**src/source/debug_pkg.sv**
```systemverilog
////////////////////////////////////////
// Debug card shared definitions
// Bus widths, command addresses, decoded
// commands, print formats and run states
////////////////////////////////////////

package debug_pkg;

   ////////////////////////////////////////
   // Widths
   ////////////////////////////////////////
   localparam int WORD_W    = 16;          // Backplane data bus
   localparam int LONG_W    = 32;          // Print payload
   localparam int IO_ADDR_W = 8;           // Offset in the 1xx page
   localparam int AB_W      = 24;          // Full backplane address bus
   localparam int FPD_W     = 8;           // Front panel data

   typedef logic [WORD_W-1:0]    word_t;
   typedef logic [LONG_W-1:0]    long_t;
   typedef logic [IO_ADDR_W-1:0] io_addr_t;

   ////////////////////////////////////////
   // Command addresses in the low byte of ab
   ////////////////////////////////////////
   localparam io_addr_t ADDR_SOR       = 8'h00;
   localparam io_addr_t ADDR_ENEF      = 8'h08;
   localparam io_addr_t ADDR_DISEF     = 8'h09;
   localparam io_addr_t ADDR_SENTINEL  = 8'h0F;
   localparam io_addr_t ADDR_PRINTA    = 8'h10;
   localparam io_addr_t ADDR_PRINTC    = 8'h11;
   localparam io_addr_t ADDR_PRINTD    = 8'h12;
   localparam io_addr_t ADDR_PRINTU    = 8'h13;
   localparam io_addr_t ADDR_PRINTH    = 8'h14;
   localparam io_addr_t ADDR_PRINTB    = 8'h15;
   localparam io_addr_t ADDR_PRINTSP   = 8'h16;
   localparam io_addr_t ADDR_PRINTNL   = 8'h17;
   localparam io_addr_t ADDR_DEBUGON   = 8'h18;
   localparam io_addr_t ADDR_DEBUGOFF  = 8'h19;
   localparam io_addr_t ADDR_DUMP      = 8'h1A;
   localparam io_addr_t ADDR_PRINTHI   = 8'h1B;
   localparam io_addr_t ADDR_PRINTLO   = 8'h1C;
   localparam io_addr_t ADDR_HALT      = 8'h1D;
   localparam io_addr_t ADDR_SUCCESS   = 8'h1E;
   localparam io_addr_t ADDR_FAIL      = 8'h1F;

   // Fixed characters for PRINTSP and PRINTNL
   localparam word_t CHAR_SPACE   = 16'd32;
   localparam word_t CHAR_NEWLINE = 16'd10;

   ////////////////////////////////////////
   // Enums
   ////////////////////////////////////////
   typedef enum logic [3:0] {
      CMD_NONE, CMD_SOR, CMD_PRINT, CMD_PRINTHI, CMD_PRINTLO,
      CMD_UNSUP, CMD_SENTINEL, CMD_HALT, CMD_SUCCESS, CMD_FAIL, CMD_UNKNOWN
   } cmd_t;

   typedef enum logic [2:0] {
      FMT_ADDR, FMT_CHAR, FMT_SDEC, FMT_UDEC, FMT_HEX, FMT_BIN, FMT_LONG
   } print_fmt_t;

   typedef enum logic [1:0] {ST_RUN, ST_HALTED, ST_TRAPPED} run_state_t;

   // Why the processor was stopped
   typedef enum logic [1:0] {
      RSN_NONE, RSN_HALT, RSN_SENTINEL, RSN_UNKNOWN
   } halt_reason_t;

endpackage

```
**src/source/debug_decode.sv**
```systemverilog
////////////////////////////////////////
// Debug card decode stage
// Registers each write in the 1xx page and
// maps its address to a command code
////////////////////////////////////////

`timescale 1ns/10ps

module debug_decode (
   input  logic                    nw,         // Bus write strobe
   input  logic                    rst,
   input  logic                    niodev1xx,  // Low selects I/O 100-1FF
   input  debug_pkg::io_addr_t     ab,
   input  debug_pkg::word_t        db,
   output debug_pkg::cmd_t         cmd,
   output debug_pkg::print_fmt_t   fmt,
   output debug_pkg::word_t        cmd_data,
   output debug_pkg::io_addr_t     cmd_addr
);

   debug_pkg::cmd_t       next_cmd;
   debug_pkg::print_fmt_t next_fmt;
   debug_pkg::word_t      next_data;

   ////////////////////////////////////////
   // Address decode
   ////////////////////////////////////////
   always_comb begin
      next_cmd  = debug_pkg::CMD_NONE;
      next_fmt  = debug_pkg::FMT_HEX;
      next_data = db;                      // Most commands pass db through
      if (!niodev1xx) begin
         case (ab)
            debug_pkg::ADDR_SOR:      next_cmd = debug_pkg::CMD_SOR;
            debug_pkg::ADDR_SENTINEL: next_cmd = debug_pkg::CMD_SENTINEL;
            debug_pkg::ADDR_PRINTA: begin
               next_cmd = debug_pkg::CMD_PRINT;
               next_fmt = debug_pkg::FMT_ADDR;
            end
            debug_pkg::ADDR_PRINTC: begin
               next_cmd = debug_pkg::CMD_PRINT;
               next_fmt = debug_pkg::FMT_CHAR;
            end
            debug_pkg::ADDR_PRINTD: begin
               next_cmd = debug_pkg::CMD_PRINT;
               next_fmt = debug_pkg::FMT_SDEC;
            end
            debug_pkg::ADDR_PRINTU: begin
               next_cmd = debug_pkg::CMD_PRINT;
               next_fmt = debug_pkg::FMT_UDEC;
            end
            debug_pkg::ADDR_PRINTH: begin
               next_cmd = debug_pkg::CMD_PRINT;
               next_fmt = debug_pkg::FMT_HEX;
            end
            debug_pkg::ADDR_PRINTB: begin
               next_cmd = debug_pkg::CMD_PRINT;
               next_fmt = debug_pkg::FMT_BIN;
            end
            debug_pkg::ADDR_PRINTSP: begin
               next_cmd  = debug_pkg::CMD_PRINT;
               next_fmt  = debug_pkg::FMT_CHAR;
               next_data = debug_pkg::CHAR_SPACE;     // db ignored
            end
            debug_pkg::ADDR_PRINTNL: begin
               next_cmd  = debug_pkg::CMD_PRINT;
               next_fmt  = debug_pkg::FMT_CHAR;
               next_data = debug_pkg::CHAR_NEWLINE;   // db ignored
            end
            debug_pkg::ADDR_ENEF,
            debug_pkg::ADDR_DISEF,
            debug_pkg::ADDR_DEBUGON,
            debug_pkg::ADDR_DEBUGOFF,
            debug_pkg::ADDR_DUMP:     next_cmd = debug_pkg::CMD_UNSUP;
            debug_pkg::ADDR_PRINTHI:  next_cmd = debug_pkg::CMD_PRINTHI;
            debug_pkg::ADDR_PRINTLO: begin
               next_cmd = debug_pkg::CMD_PRINTLO;
               next_fmt = debug_pkg::FMT_LONG;
            end
            debug_pkg::ADDR_HALT:     next_cmd = debug_pkg::CMD_HALT;
            debug_pkg::ADDR_SUCCESS:  next_cmd = debug_pkg::CMD_SUCCESS;
            debug_pkg::ADDR_FAIL:     next_cmd = debug_pkg::CMD_FAIL;
            default:                  next_cmd = debug_pkg::CMD_UNKNOWN;
         endcase
      end
   end

   // Command register holds each write for one cycle
   always_ff @(posedge nw) begin
      if (rst) begin
         cmd <= debug_pkg::CMD_NONE;
      end else begin
         cmd <= next_cmd;                  // CMD_NONE on idle edges
      end
   end

   // Payload travels alongside the command
   always_ff @(posedge nw) begin
      fmt      <= next_fmt;
      cmd_data <= next_data;
      cmd_addr <= ab;
   end

endmodule

```
**src/source/debug_regs.sv**
```systemverilog
////////////////////////////////////////
// Debug card register block
// Output register, high-word latch, and
// the print and unsupported records
////////////////////////////////////////

`timescale 1ns/10ps

module debug_regs (
   input  logic                            nw,
   input  logic                            rst,
   input  debug_pkg::cmd_t                 cmd,
   input  debug_pkg::print_fmt_t           fmt,
   input  debug_pkg::word_t                cmd_data,
   input  debug_pkg::io_addr_t             cmd_addr,
   output debug_pkg::word_t                out_reg,
   output logic [debug_pkg::FPD_W-1:0]     fpd,
   output logic                            print_valid,
   output debug_pkg::print_fmt_t           print_fmt,
   output debug_pkg::long_t                print_data,
   output logic                            unsup_valid,
   output debug_pkg::io_addr_t             unsup_addr
);

   debug_pkg::word_t hi_word;              // PRINTHI latch for 32-bit prints

   ////////////////////////////////////////
   // Output register and high-word latch
   ////////////////////////////////////////
   always_ff @(posedge nw) begin
      if (rst) begin
         out_reg <= '0;
         hi_word <= '0;
      end else begin
         if (cmd == debug_pkg::CMD_SOR) begin
            out_reg <= cmd_data;
         end
         if (cmd == debug_pkg::CMD_PRINTHI) begin
            hi_word <= cmd_data;           // Held until the next PRINTHI
         end
      end
   end

   // Front panel shows the low byte
   assign fpd = out_reg[debug_pkg::FPD_W-1:0];

   ////////////////////////////////////////
   // Print records
   ////////////////////////////////////////
   always_ff @(posedge nw) begin
      if (rst) begin
         print_valid <= 1'b0;
         print_fmt   <= debug_pkg::FMT_ADDR;
         print_data  <= '0;
      end else begin
         print_valid <= 1'b0;              // Single-cycle pulse
         case (cmd)
            debug_pkg::CMD_PRINT: begin
               print_valid <= 1'b1;
               print_fmt   <= fmt;
               print_data  <= {{debug_pkg::WORD_W{1'b0}}, cmd_data};
            end
            debug_pkg::CMD_PRINTLO: begin
               print_valid <= 1'b1;
               print_fmt   <= debug_pkg::FMT_LONG;
               print_data  <= {hi_word, cmd_data};  // Latch forms the top half
            end
            default: begin
               // Fields hold for the logger
            end
         endcase
      end
   end

   ////////////////////////////////////////
   // Unsupported command records
   ////////////////////////////////////////
   always_ff @(posedge nw) begin
      if (rst) begin
         unsup_valid <= 1'b0;
         unsup_addr  <= '0;
      end else if (cmd == debug_pkg::CMD_UNSUP) begin
         unsup_valid <= 1'b1;
         unsup_addr  <= cmd_addr;          // Which command was not handled
      end else begin
         unsup_valid <= 1'b0;
      end
   end

   // ENEF, DISEF, DEBUGON, DEBUGOFF and DUMP are only reported
   // The processor keeps running after them

endmodule

```
**src/source/run_control.sv**
```systemverilog
////////////////////////////////////////
// Debug card run control
// Halt and trap FSM driving nhalt, plus
// sticky success and fail verdicts
////////////////////////////////////////

`timescale 1ns/10ps

module run_control (
   input  logic                       nw,
   input  logic                       rst,
   input  debug_pkg::cmd_t            cmd,
   input  debug_pkg::io_addr_t        cmd_addr,
   output logic                       nhalt,        // Low once stopped
   output debug_pkg::halt_reason_t    halt_reason,
   output debug_pkg::io_addr_t        bad_addr,
   output logic                       success,
   output logic                       fail
);

   debug_pkg::run_state_t   state;
   debug_pkg::run_state_t   next_state;
   debug_pkg::halt_reason_t next_reason;

   ////////////////////////////////////////
   // Next state
   ////////////////////////////////////////
   always_comb begin
      next_state  = state;
      next_reason = halt_reason;
      // Only the first stop counts and both stopped states are final
      if (state == debug_pkg::ST_RUN) begin
         case (cmd)
            debug_pkg::CMD_HALT: begin
               next_state  = debug_pkg::ST_HALTED;
               next_reason = debug_pkg::RSN_HALT;
            end
            debug_pkg::CMD_SENTINEL: begin
               next_state  = debug_pkg::ST_TRAPPED;
               next_reason = debug_pkg::RSN_SENTINEL;
            end
            debug_pkg::CMD_UNKNOWN: begin
               next_state  = debug_pkg::ST_TRAPPED;
               next_reason = debug_pkg::RSN_UNKNOWN;
            end
            default: begin
               next_state = debug_pkg::ST_RUN;
            end
         endcase
      end
   end

   // State, reason and trap address
   always_ff @(posedge nw) begin
      if (rst) begin
         state       <= debug_pkg::ST_RUN;
         halt_reason <= debug_pkg::RSN_NONE;
         bad_addr    <= '0;
      end else begin
         state       <= next_state;
         halt_reason <= next_reason;
         if (state == debug_pkg::ST_RUN && cmd == debug_pkg::CMD_UNKNOWN) begin
            bad_addr <= cmd_addr;          // Offending address
         end
      end
   end

   assign nhalt = (state == debug_pkg::ST_RUN);   // Halted or trapped both pull low

   ////////////////////////////////////////
   // Verdict flags
   ////////////////////////////////////////
   always_ff @(posedge nw) begin
      if (rst) begin
         success <= 1'b0;
         fail    <= 1'b0;
      end else begin
         if (cmd == debug_pkg::CMD_SUCCESS) begin
            success <= 1'b1;               // Sticky until reset
         end
         if (cmd == debug_pkg::CMD_FAIL) begin
            fail <= 1'b1;
         end
      end
   end

endmodule

```
**src/source/debug_card.sv**
```systemverilog
////////////////////////////////////////
// Debug I/O card, top level
// Decode stage feeding the register
// block and the run control FSM
////////////////////////////////////////

`timescale 1ns/10ps

module debug_card (
   input  logic                            nw,          // Bus write strobe
   input  logic                            rst,
   input  logic                            niodev1xx,
   input  logic [debug_pkg::AB_W-1:0]      ab,
   input  debug_pkg::word_t                db,
   output debug_pkg::word_t                out_reg,
   output logic [debug_pkg::FPD_W-1:0]     fpd,
   output logic                            print_valid,
   output debug_pkg::print_fmt_t           print_fmt,
   output debug_pkg::long_t                print_data,
   output logic                            unsup_valid,
   output debug_pkg::io_addr_t             unsup_addr,
   output logic                            nhalt,
   output debug_pkg::halt_reason_t         halt_reason,
   output debug_pkg::io_addr_t             bad_addr,
   output logic                            success,
   output logic                            fail
);

   // Decoded command and its payload
   debug_pkg::cmd_t        dec_cmd;
   debug_pkg::print_fmt_t  dec_fmt;
   debug_pkg::word_t       dec_data;
   debug_pkg::io_addr_t    dec_addr;

   debug_decode u_decode (
      .nw        (nw),
      .rst       (rst),
      .niodev1xx (niodev1xx),
      .ab        (ab[debug_pkg::IO_ADDR_W-1:0]),  // Page offset only
      .db        (db),
      .cmd       (dec_cmd),
      .fmt       (dec_fmt),
      .cmd_data  (dec_data),
      .cmd_addr  (dec_addr)
   );

   debug_regs u_regs (
      .nw          (nw),
      .rst         (rst),
      .cmd         (dec_cmd),
      .fmt         (dec_fmt),
      .cmd_data    (dec_data),
      .cmd_addr    (dec_addr),
      .out_reg     (out_reg),
      .fpd         (fpd),
      .print_valid (print_valid),
      .print_fmt   (print_fmt),
      .print_data  (print_data),
      .unsup_valid (unsup_valid),
      .unsup_addr  (unsup_addr)
   );

   run_control u_run (
      .nw          (nw),
      .rst         (rst),
      .cmd         (dec_cmd),
      .cmd_addr    (dec_addr),
      .nhalt       (nhalt),
      .halt_reason (halt_reason),
      .bad_addr    (bad_addr),
      .success     (success),
      .fail        (fail)
   );

endmodule

```
**config.mk**
```make
export PLATFORM = sky130hd
export DESIGN_NAME = debug_card
export DESIGN_NICKNAME = d
export VERILOG_FILES = /design/src/source/debug_pkg.sv /design/src/source/debug_decode.sv /design/src/source/debug_regs.sv /design/src/source/run_control.sv /design/src/source/debug_card.sv
export SDC_FILE = /design/constraint.sdc
export NUM_CORES = 1
export LEC_CHECK = 0
export ABC_CLOCK_PERIOD_IN_PS = 4000
export BUFFER_PORTS_ARGS = -buffer_cell sky130_fd_sc_hd__clkbuf_2
export CAP_MARGIN = 10
export CORE_MARGIN = 10
export CORE_UTILIZATION = 30
export CTS_BUF_LIST = sky130_fd_sc_hd__clkbuf_4
export DETAILED_ROUTE_END_ITERATION = 6
export HOLD_SLACK_MARGIN = 0.05
export PLACE_DENSITY = 0.51
export SLEW_MARGIN = 10
export SYNTH_ARGS = -nofsm -noshare
export SYNTH_HDL_FRONTEND = slang
export SYNTH_SLANG_ARGS = --single-unit
```
**constraint.sdc**
```tcl
create_clock -name nw -period 4 [get_ports nw]
set_input_delay 0.8 -clock nw [delete_from_list [all_inputs] [get_ports nw]]
set_output_delay 0.8 -clock nw [all_outputs]
set_load 0.02 [all_outputs]
```
==> metrics.yaml, run 1 <==
crit_type: "reg2out"
ctsHoldBuffers: 0
vias_per_cell: 4.58
num_rows: 43
synth_edf_count: 0
gp_congestion: 0.759
arrival_ns: 1.27
yosysSeqAreaShare: 0.578
cts_resized: 0
cts_buffers: 17
clk_pin_slew_ns: 0.10
wl_per_cell_um: 15.1
dr.first_iter.drc_count: 134
syn_area_um2: 4230
grt_max_degree: 35
max_freq_mhz: 482
route.detailed.drc: 0
diodes: 0
start_util: 0.306
yosysWarnings: 0
finalCriticalPeriod_ns: 2.07
antenna_left: 0
die_w_um: 139
syn_avg_cell_area_um2: 8.71
drtPass1Iterations: 4
dp_hpwl_mm: 8.39
top_register: "u_regs.print_data"
synth_cells: 485
layout-drive-gt1-share: 0.255
fin_skew_ns: 0.0121
postCtsSetupBuffers: 0
synthesis.nets: 528
synth_largest_area_cell: "dfxtp_1"
hold_viol: 0
rsz0062_at_grt: "no"
p_leak_nw: 2.05
ys_ff_latch: 122
synth_area_leaders: "dfxtp_1 (58%), nand2_1 (11%), a21oi_1 (8.6%)"
io_pins: 125
grt.total_usage: 0.121
start_kind: "flop"
fp.dieH_um: 139
p_per_area_nw_per_um2: 425
grt_pass1_vias: 3536
max_cap_viol_count: 0
critPathRequiredTime_ns: 3.20
fin_util: 0.370
portBuffers: 108
total_power_mw: 2.18
synthToLayoutAreaGrowth_pct: 21.2
largest_reg_flops: 32
setup_violations: 0
synthFlopType: "dfxtp_1"
post-route-period-util: 0.518
cts-root-buf: "clkbuf_4"
holdWs_ns: 0.393
drt_wl_total_mm: 11.7
via_count: 3536
crit_path_max_fanout: 4
clkLatencyLatePin_ns: 0.52
slew_headroom: 0.289
clock_path_buffers: 2
htree_levels: 4
tightestPinTransition_ns: 1.06
tns_ns: 0
synth_top_area_frac: 0.578
worst_slack_ns: 1.93
cts_tree: "done"
grt_pass1_wl_mm: 18.5
antenna_found_initial: 0
async_reset_ff_frac: 0
outcome: "finished clean"
dp_slack_ns: 1.51
nets: 623
die_area_um2: 19200
synth_cell_type_count: 35
synth.most_common_cell: "nand2_1"
peakVddDrop_uv: 150
holdCritPathClass: "in2reg"
core_area_um2: 13800
cts_sinks: 122
yosys-top-cells-count: "nand2_1 (128), dfxtp_1 (122), a21oi_1 (73), nor2_1 (31), clkbuf_1 (24)"
grt-ovfl-total: 0
drv_slew: 0
end_kind: "primary output"
-- stage by stage --
stage / instances / instance area (um2)
detailed placement: 741 / 4870
floorplan: 485 / 4230
CTS: 772 / 5120
finish: 772 / 5120
global route: 772 / 5120
global placement: 741 / 4870
-- cell usage in the layout, fill, tap and decap left out, drive strengths merged --
cell type    n
a2111oi      1
a211oi       1
a21boi       2
a21oi       73
a22oi       16
and2        14
and3         2
and4         1
buf          9
bufinv       2
clkbuf     126
clkinv       9
clkinvlp     1
dfxtp      122
inv          2
mux2         2
mux2i        3
nand2      128
nand2b       6
nand3       10
nor2        31
nor2b        3
nor3         8
nor3b        2
nor4         1
nor4b        2
o211ai       1
o21a         2
o21ai        6
o31a         1
or3          2
or4          2
xnor2        1
-- where the power goes --
part | switching [mW] | internal [mW] | total, mW
Clock | 0.422 | 0.367 | 0.789
Combinational | 0.0828 | 0.0446 | 0.127
Sequential | 0.0210 | 1.24 | 1.26
-- cells by family after synthesis --
group | after synthesis | synth area share
simple gates | 212 | 0.219
flops | 122 | 0.578
compound gates | 103 | 0.137
buf+inv | 42 | 0.0497
mux | 5 | 0.0142
xor+xnor | 1 | 0.00207
-- metal layers --
layer	part of all wire	GRT usage	vias to the layer above
met3	0.063	0.0510	9
met1	0.45	0.138	1634
met5	0	0	-
li1	-	-	1804
met4	0.011	0.0445	0
met2	0.48	0.196	89
-- worst max-delay path, cell delays in order, from the launching register on --
cell      delay (ns)
dfxtp_1         0.36
nor2_1          0.19
clkbuf_2        0.21
-- cell type report --
| class | count | area [um2] |
|---|---|---|
| Multi-Input combinational cell | 321 | 1600 |
| Inverter | 2 | 7.51 |
| Sequential cell | 122 | 2440 |
| Timing Repair Buffer | 116 | 601 |
| Clock buffer | 19 | 143 |
| Tap cell | 180 | 225 |
| Clock inverter | 12 | 108 |
| Fill cell | 1448 | 8710 |
-- worst paths after layout --
kind	startpoint	endpoint	slack, ns	cells after the start
worst min-delay path	ab[6]	u_decode.cmd_addr[6]$_DFF_P_	0.39	1
worst max register to register	u_decode.cmd[0]$_SDFF_PP0_	u_regs.hi_word[14]$_SDFFE_PP0N_	2.12	4
worst min register to register	u_regs.print_data[8]$_SDFFE_PP0P_	u_regs.print_data[8]$_SDFFE_PP0P_	0.46	2
worst max-delay path	u_run.state[0]$_SDFFE_PP0P_	nhalt	1.93	2
(Power assumes the default switching activity.)
==> run 2: changes to the inputs <==
ABC_AREA = 1   (was default)
ABC_CLOCK_PERIOD_IN_PS = 1900   (was 4000)
PLACE_DENSITY = 0.53   (was 0.51)
clock period = 1.9 ns   (was 4 ns; I/O delays follow)
==> metrics.yaml, run 2 <==
outcome: "finished clean"
cp_top_family: "flip-flops"
nets: 720  # +16%
drt_wl_total_mm: 11.7  # about the same
pwr-share-comb: 0.069  # +0.011
synth_edf_count: 0  # unchanged
rsz0062_at_grt: "no"
grt.total_usage: 0.121  # +0.000376
synthFlopType: "dfxtp_1"
io_pins: 125  # unchanged
postCtsSetupBuffers: 0  # unchanged
slew_headroom: 0.660  # +0.371
synth_cells: 551  # +14%
max_cap_viol_count: 0  # unchanged
syn_avg_cell_area_um2: 7.91  # -9.2%
diodes: 0  # unchanged
die_w_um: 141  # +1.3%
fin_util: 0.393  # +0.0231
yosysWarnings: 0  # unchanged
finalNonFillerCells: 870  # +13%
finalCriticalPeriod_ns: 1.70
power.net_switching_mw: 1.22  # +130%
cts_resized: 0  # unchanged
synth.most_common_cell: "nor2_1"
synth_area_leaders: "dfxtp_1 (56%), nor2_1 (13%), o21ai_0 (6.1%)"
tns_ns: 0  # unchanged
critPathMaxStageDelay_ns: 0.33  # -0.03 ns
ys_ff_latch: 122  # unchanged
layout_common_cells: "nor2_1 (149), dfxtp_1 (122), clkbuf_2 (108)"
clk_pin_slew_ns: 0.10  # about the same
max_freq_mhz: 587
yosys-top-cells-count: "nor2_1 (149), dfxtp_1 (122), nand2_1 (65), o21ai_0 (53), inv_1 (41)"
wl_met1_mm: 5.79  # +11%
fillers: 1456  # +0.55%
p_leak_nw: 2.60  # +27%
drv_slew: 0  # unchanged
synth_top_area_frac: 0.560  # -0.0174
async_reset_ff_frac: 0  # unchanged
synthesis.nets: 594  # +13%
die_area_um2: 19700  # +2.7%
p_per_area_nw_per_um2: 908  # +110%
hold_viol: 0  # unchanged
crit_type: "reg2out"
critPathRequiredTime_ns: 1.52  # -1.68 ns
post-route-period-util: 0.897
layout-drive-gt1-share: 0.236  # -0.0188
largest_reg_flops: 32  # unchanged
clkLatencyLatePin_ns: 0.52  # about the same
cts-root-buf: "clkbuf_4"
antenna_left: 0  # unchanged
fp.dieH_um: 141  # +1.3%
setup_violations: 0  # unchanged
dp_slack_ns: 0.235  # -1.28 ns
route.detailed.drc: 0  # unchanged
clkPwrFrac: 0.397  # +0.035
yosysSeqAreaShare: 0.560  # -0.0174
dr.first_iter.drc_count: 162  # +21%
cts_buffers: 17  # unchanged
worst_slack_ns: 0.195  # -1.73 ns
grt_max_degree: 49  # +40%
grt_pass1_vias: 3867  # +9.4%
sequentialPowerShare: 0.534  # -0.046
synth_largest_area_cell: "dfxtp_1"
tightestPinTransition_ns: 0.509  # -0.552 ns
arrival_ns: 1.32  # +0.05 ns
slowest_stage: "dfxtp_1"
fin_skew_ns: 0.0193  # +0.00715 ns
start_util: 0.310  # +0.00467
clock_path_buffers: 2  # unchanged
syn_area_um2: 4360  # +3.1%
antenna_found_initial: 0  # unchanged
top_register: "u_regs.print_data"
fin_area_um2: 5530  # +7.9%
start_kind: "flop"
grt-ovfl-total: 0  # unchanged
synth_cell_type_count: 26  # -26%
final_common_cell: "nor2_1"
end_kind: "primary output"
portBuffers: 108  # unchanged
p_int_mw: 3.80  # +130%
critPathBufInv: 1  # unchanged
via_count: 3862  # +9.2%
p_sw_frac: 0.243  # +0.00145
cts_tree: "done"
gp_congestion: 0.781  # +2.9%
vias_per_cell: 4.44  # -3.1%
htree_levels: 4  # unchanged
dp_hpwl_mm: 8.40  # +0.16%
crit_path_max_fanout: 4  # unchanged
dp_cells: 814  # +9.9%
synthToLayoutAreaGrowth_pct: 26.8
cts_sinks: 122  # unchanged
met2WireLength_mm: 5.03  # -10%
wl_per_cell_um: 13.4  # -11%
place_area_um2: 4970  # +2.1%
core_area_um2: 14000  # +1.6%
grt_pass1_wl_mm: 19.4  # +5.1%
num_rows: 43  # unchanged
wl_met3_um: 707  # -4.5%
top_layer: "met4"
holdCritPathClass: "in2reg"
path_cells: "nor2_1 -> clkbuf_2"
peakVddDrop_uv: 557  # +270%
drtPass1Iterations: 4  # unchanged
-- run 2: cell types whose count changed after synthesis, moves of 9 or more --
cell      change
and2_1       -14
nor2_1      +118
clkbuf_1     -18
a21oi_1      -37
inv_1        +39
o21ai_0      +48
nand2_1      -63
a22oi_1      -16
inv_2         +9
o21ai_1      +13
-- run 2: worst register-to-register path: stages (launching register included) --
cell,delay [ns]
dfxtp_1,0.35
nor2_1,0.20
inv_2,0.10
nor2_4,0.29
inv_2,0.20
nor2_1,0.19
nor2_1,0.08
-- run 2: cell type report --
cell class	instances	area, um2	area share
sequential	122	2440	0.442
multi-input combinational	349	1540	0.279
timing repair buffer	136	811	0.147
tap	180	225	0.0408
inverter	51	194	0.0351
clock inverter	14	176	0.0319
clock buffer	18	135	0.0245
-- run 2: final timing paths --
| check | from | endpoint | slack, ns | cells past startpoint |
|---|---|---|---|---|
| min | db[5] | u_decode.cmd_data[5]$_DFF_P_ | 0.09 | 3 |
| min reg2reg | u_run.bad_addr[2]$_SDFFE_PP0P_ | u_run.bad_addr[2]$_SDFFE_PP0P_ | 0.45 | 2 |
| max reg2reg | u_decode.cmd[3]$_SDFF_PP0_ | u_regs.hi_word[14]$_SDFFE_PP0N_ | 0.40 | 6 |
| max | u_run.state[0]$_SDFFE_PP0P_ | nhalt | 0.20 | 2 |
-- run 2: metrics by stage --
stage / hold slack (ns) / power [mW]
floorplan: 0.408 / 2.92
finish: 0.0883 / 5.02
global route: 0.0544 / 5.24
CTS: 0.0625 / 5.08
detailed placement: 0.437 / 3.05
global placement: 0.434 / 3.04
-- run 2: cell families after synthesis --
group                  count (synthesis)  share of synthesized area
AO/OA/AOI/OAI                        108                      0.127
buffers and inverters                 80                     0.0858
flip-flops                           122                      0.560
AND/OR/NAND/NOR                      241                      0.227
-- run 2: timing repair --
| action | in CTS | in global routing |
|---|---|---|
| hold endpoints to repair | 25 | 0 |
| endpoints found under the setup margin | 0 | 0 |
| hold buffers | 24 | 0 |
-- run 2: layer usage --
| layer | GRT usage | vias to the layer above |
|---|---|---|
| met5 | 0 | - |
| met4 | 0.0380 | 0 |
| met3 | 0.0460 | 13 |
| met2 | 0.177 | 116 |
| met1 | 0.159 | 1734 |
| li1 | - | 1999 |
-- run 2: power by group through the flow --
stage	Combinational [mW]	Clock (mW)	Sequential, mW
2_1_floorplan	0.152	0	2.77
3_3_place_gp	0.306	0	2.74
3_5_place_dp	0.311	0	2.74
4_1_cts	0.350	2.05	2.68
5_1_grt	0.387	2.16	2.69
6_report	0.345	1.99	2.68
